==> src/common/dcachePkg.sv <==
// cache geometry, field types and shared structs that every block refers to by scoped name
package dcachePkg;

	localparam int ADDR_W = 32;
	localparam int WORD_W = 32;
	localparam int WORDS_PER_LINE = 16;
	localparam int LINE_W = WORD_W * WORDS_PER_LINE;
	localparam int SETS = 16;
	localparam int INDEX_W = $clog2(SETS);
	localparam int OFFSET_W = $clog2(LINE_W / 8);
	localparam int TAG_W = ADDR_W - INDEX_W - OFFSET_W;

	typedef logic [ADDR_W-1:0] addrT;
	typedef logic [WORD_W-1:0] wordT;
	typedef logic [LINE_W-1:0] lineT;
	typedef logic [TAG_W-1:0] tagT;
	typedef logic [INDEX_W-1:0] indexT;
	typedef logic [$clog2(WORDS_PER_LINE)-1:0] wordSelT;
	typedef logic wayT;

	typedef enum logic [1:0] {
		OP_NONE = 2'd0,
		OP_READ = 2'd1,
		OP_WRITE = 2'd2
	} cpuOpT;

	// status codes as the requester sees them
	typedef enum logic [1:0] {
		ST_WAITING = 2'd1,
		ST_HIT = 2'd2,
		ST_MISS = 2'd3
	} statusT;

	typedef struct packed {
		logic valid;
		logic lru; // set means next victim
		logic dirty;
	} lineStateT;

	typedef struct packed {
		cpuOpT op;
		addrT addr;
		wordT wdata;
	} cpuReqT;

	typedef struct packed {
		logic hit;
		wayT hitWay;
		wayT victimWay;
		logic victimDirty;
		tagT victimTag;
	} lookupT;

	typedef struct packed {
		logic writeWord;
		logic fillLine;
		logic cleanLine;
		logic invalidate;
		logic touch;
		wayT way;
		indexT index;
		wordSelT wordSel;
		wordT word;
		tagT tag;
		lineT line;
	} storeCmdT;

	typedef struct packed {
		logic fill;
		logic writeback;
		addrT lineAddr;
		lineT line;
	} memReqT;

	typedef struct packed {
		logic fillDone;
		logic wbDone;
		lineT line;
	} memRespT;

	function automatic tagT addrTag(input addrT a);
		return a[ADDR_W-1 -: TAG_W];
	endfunction

	function automatic indexT addrIndex(input addrT a);
		return a[OFFSET_W +: INDEX_W];
	endfunction

	// word number with the byte bits dropped
	function automatic wordSelT addrWord(input addrT a);
		return a[OFFSET_W-1 -: $bits(wordSelT)];
	endfunction

	function automatic addrT lineBase(input tagT t, input indexT i);
		return {t, i, {OFFSET_W{1'b0}}};
	endfunction

endpackage

==> src/dcache/wayLookup.sv <==
// combinational tag compare over both ways, plus LRU victim pick and its dirty state
`timescale 1ns/10ps

module wayLookup (
	input dcachePkg::addrT addr,
	input dcachePkg::tagT [1:0] tags,
	input dcachePkg::lineStateT [1:0] states,
	output dcachePkg::lookupT result
);

	dcachePkg::tagT reqTag;
	logic [1:0] wayHit;
	dcachePkg::wayT victim;

	assign reqTag = dcachePkg::addrTag(addr);

	always_comb begin
		for (int w = 0; w < 2; w++) begin
			wayHit[w] = states[w].valid && (tags[w] == reqTag);
		end
	end

	// way 0 only when its lru bit says so
	assign victim = states[0].lru ? 1'b0 : 1'b1;

	always_comb begin
		result.hit = |wayHit;
		result.hitWay = !wayHit[0];
		result.victimWay = victim;
		result.victimDirty = states[victim].valid && states[victim].dirty;
		result.victimTag = tags[victim]; // forms write-back address
	end

endmodule

==> config.mk <==
export PLATFORM = sky130hd
export DESIGN_NAME = wayLookup
export DESIGN_NICKNAME = d
export VERILOG_FILES = /design/src/common/dcachePkg.sv /design/src/dcache/wayLookup.sv
export SDC_FILE = /design/constraint.sdc
export NUM_CORES = 1
export LEC_CHECK = 0
export ABC_AREA = 1
export BUFFER_PORTS_ARGS = -buffer_cell sky130_fd_sc_hd__clkbuf_2
export CORE_ASPECT_RATIO = 1.2
export CORE_MARGIN = 10
export CORE_UTILIZATION = 38
export DETAILED_ROUTE_END_ITERATION = 7
export GPL_ROUTABILITY_DRIVEN = 1
export PLACE_DENSITY = 0.84
export REMOVE_ABC_BUFFERS = 1
export SETUP_SLACK_MARGIN = 0.1
export SLEW_MARGIN = 20
export SYNTH_ARGS = -nofsm -noshare
export SYNTH_HDL_FRONTEND = slang
export SYNTH_SLANG_ARGS = --single-unit
export TNS_END_PERCENT = 20
==> constraint.sdc <==
create_clock -name vclk -period 0.8
set_input_delay 0 -clock vclk [all_inputs]
set_output_delay 0 -clock vclk [all_outputs]
set_load 0.03 [all_outputs]
* Word-level counts from Yosys, hierarchy flattened
Index checks and enable logic that the tools add are counted.
** Storage, ports and cells
- Input bits :: 82
- Output and inout bits :: 26
- Register bits after elaboration :: 0
- Logic and storage cells :: 13
** Cells by class
- Mux-type cells :: 5
- Magnitude comparators :: 1
- Reduce and logical (&&, ||, !) cells :: 5
- Eq/ne operators :: 2
** Operators with widths (count)
- 22-bit == test :: 2
- 22-bit two-way mux :: 2
- 3-bit two-way mux :: 2
- 1-bit logical AND :: 3
- 1-bit by 2-bit less-than comparator with 1-bit output (second input constant) :: 1
- 2-bit OR reduction :: 1
- 1-bit logical NOT :: 1
- 1-bit two-way mux :: 1

* Depth between registers and ports, before layout
- Depth in word-level cells :: 4
- Depth in mapped cells :: 8
- Mapped depth without buffers :: 8

* Least setup slack after synthesis
No wires, ideal clock.
- Path type :: input port to output port
- From :: input port states[1] (netlist name)
- To :: output port result[10] (netlist name)
- Stages on the path :: 2
- Arrival time :: 865 ps
- Data required time :: 800 ps
- Path slack :: -65 ps
- Path buffers :: 1
- Cells stage by stage :: clkbuf_1 -> o21ai_0
** RTL lines
- start: declaration :: RTL line wayLookup.sv:7 : input dcachePkg::lineStateT [1:0] states,
- end: declaration :: RTL line wayLookup.sv:8 : output dcachePkg::lookupT result

==> metrics.cfg <==
[yosys]
post-synth-top-count-cell=nand2_1
avgSynthCellArea_um2=4.07
netlist_top_cells_count=nand2_1 (139), inv_1 (54), o21ai_0 (26)
synthTopCellsByArea=nand2_1 (48%), inv_1 (19%), o21ai_0 (12%), nor2_1 (8.6%), xnor2_1 (3.2%)
synth.cell_area_mm2=0.00109
yosysTopAreaCellShare=0.477
synth.yosys.seq_area_share=0
yosysUniqueCellTypes=14
syn_inst=269
synth_warnings=0
synth.largest_area_cell=nand2_1

[power]
cellPowerDensity_mw_per_mm2=610
leakage_nw=1.28
ir_worst_vdd_mv=0.373

[placement]
portBuffers=97
dp_slack_ns=-0.124
hpwl_um=3920
gp_congestion=0.789

[timing]
setup_ws_ns=-0.0528
max_freq_ghz=1.17
drv_slew=0
relSlewSlack=0.863
rsz0062_at_grt=true
min_period_over_period=1.07
finalHoldViolCount=0
min_period_ns=0.853
worst_pin_slew_ns=0.204
setup_violations=2

[final_layout]
fin_nets=451
nClkBuffers=0
design.seq.count=0
regArea_um2=0
synthToLayoutAreaGrowth_pct=84.8
drive_above_1_share=0.452
post-route-util=0.726
diodes=0

[setup_path]
critPathLaunchType=primary input
worstPathRequired_ns=0.80
crit_path_end_kind=output port
worstSetupPathType=in -> out
worstPathArrival_ns=0.85
crit_fanout=2

[drt]
drt_first_iter_violations=40
detail-route-antenna-nets=0
viasPerCell=4.68
vias=1877
totalWireLength_um=5080
avgRoutedWirePerCell_um=12.7
drc=0
dr.pass1.iters=4

[floorplan]
num_rows=21
start_util=0.393
coreArea_mm2=0.00279
dieArea_mm2=0.00543
boundaryPins=108
die_h_um=78.8
die_w_um=69.0

[worst_hold_path]
min_path_cells=4
min_from=tags[20]
hold_path_class=in -> out
worstHoldEndpoint=result[20]

[outcome]
status=finished with violations
violations=setup timing

[grt]
grt_max_degree=21
grt_util_all_layers=0.154
antenna_found_initial=0
first_global_vias=1796
grt_pass1_wl_um=7040
grt-ovfl-total=0

[clock_tree]
post-cts-setup-buffers=0
cts_hold_buf=0

[run]
max_cap_viol_count=0

area by class of cell:
class / instances / area (µm²)
inverter: 58 / 228
fill: 262 / 764
multi-input combinational: 206 / 926
timing repair buffer: 103 / 825
tap: 34 / 42.5
what timing repair did:
action	4_1_cts	5_1_grt
gates resized for setup	26	158
pin swaps	1	57
setup endpoints to repair	24	20
cells in the final DEF, fill, tap and decap left out:
cell      instances
nor2_1           21
nand3_1           5
nand2_1         116
o21ai_0           7
nand3_2           1
buf_2             6
inv_2            25
clkbuf_4          8
clkbuf_2         36
buf_6            27
buf_4            20
o21ai_1          19
nand2_2          24
buf_8             4
inv_4             4
xnor2_1           4
buf_12            2
nor2_2            7
o21ai_2           2
inv_1            29
per-layer routing:
metal  GRT usage  vias up  wire length (µm)
met5           0        -                 0
li1            -      982                 -
met3      0.0548        8               544
met4      0.0119        0               104
met1       0.152      825              1630
met2       0.299       62              2810
through the flow:
stage	instance area (µm²)	power, mW	setup TNS, ns	std cells	hold WS (ns)
2_1_floorplan	1070	0.537	-0.232	264	0.151
3_3_place_gp	1670	0.972	-0.185	401	0.363
3_5_place_dp	1670	0.985	-0.182	401	0.368
4_1_cts	1730	1.03	-0.0910	401	0.366
5_1_grt	2020	1.35	-0.241	401	0.361
6_report	2020	1.23	-0.0895	401	0.334
cells by family (layout without fill, tap and decap cells):
family                 count (synthesis)  count (layout)  synth area share
AO/OA/AOI/OAI                         28              28             0.128
XOR/XNOR                               4               4            0.0320
buffers and inverters                 63             161             0.222
AND/OR/NAND/NOR                      174             174             0.618
worst max-delay path, stage by stage:
cell,delay [ns]
buf_2,0.11
inv_2,0.04
nand2_2,0.05
nand2_2,0.06
nor2_2,0.11
nand2_1,0.06
nor2_1,0.11
nand3_1,0.10
nand2_2,0.08
buf_8,0.12
how the worst max path moves through the flow:
stage               startpoint    endpoint  slack, ns  depth (start not counted)
finish                tags[26]  result[25]      -0.05                         10
global route          tags[32]  result[25]      -0.15                         10
CTS                   tags[29]  result[25]      -0.06                         10
detailed placement    addr[27]  result[25]      -0.12                         10
global placement      addr[27]  result[25]      -0.12                         10
floorplan            states[1]  result[16]      -0.12                          2
where the power goes:
part / total, mW / switching, mW / leakage [nW] / internal, mW
clock: 0 / 0 / 0 / 0
sequential: 0 / 0 / 0 / 0
combinational: 1.23 / 0.681 / 1.28 / 0.552
total: 1.23 / 0.681 / 1.28 / 0.552
Power figures use the tool's default switching activity.
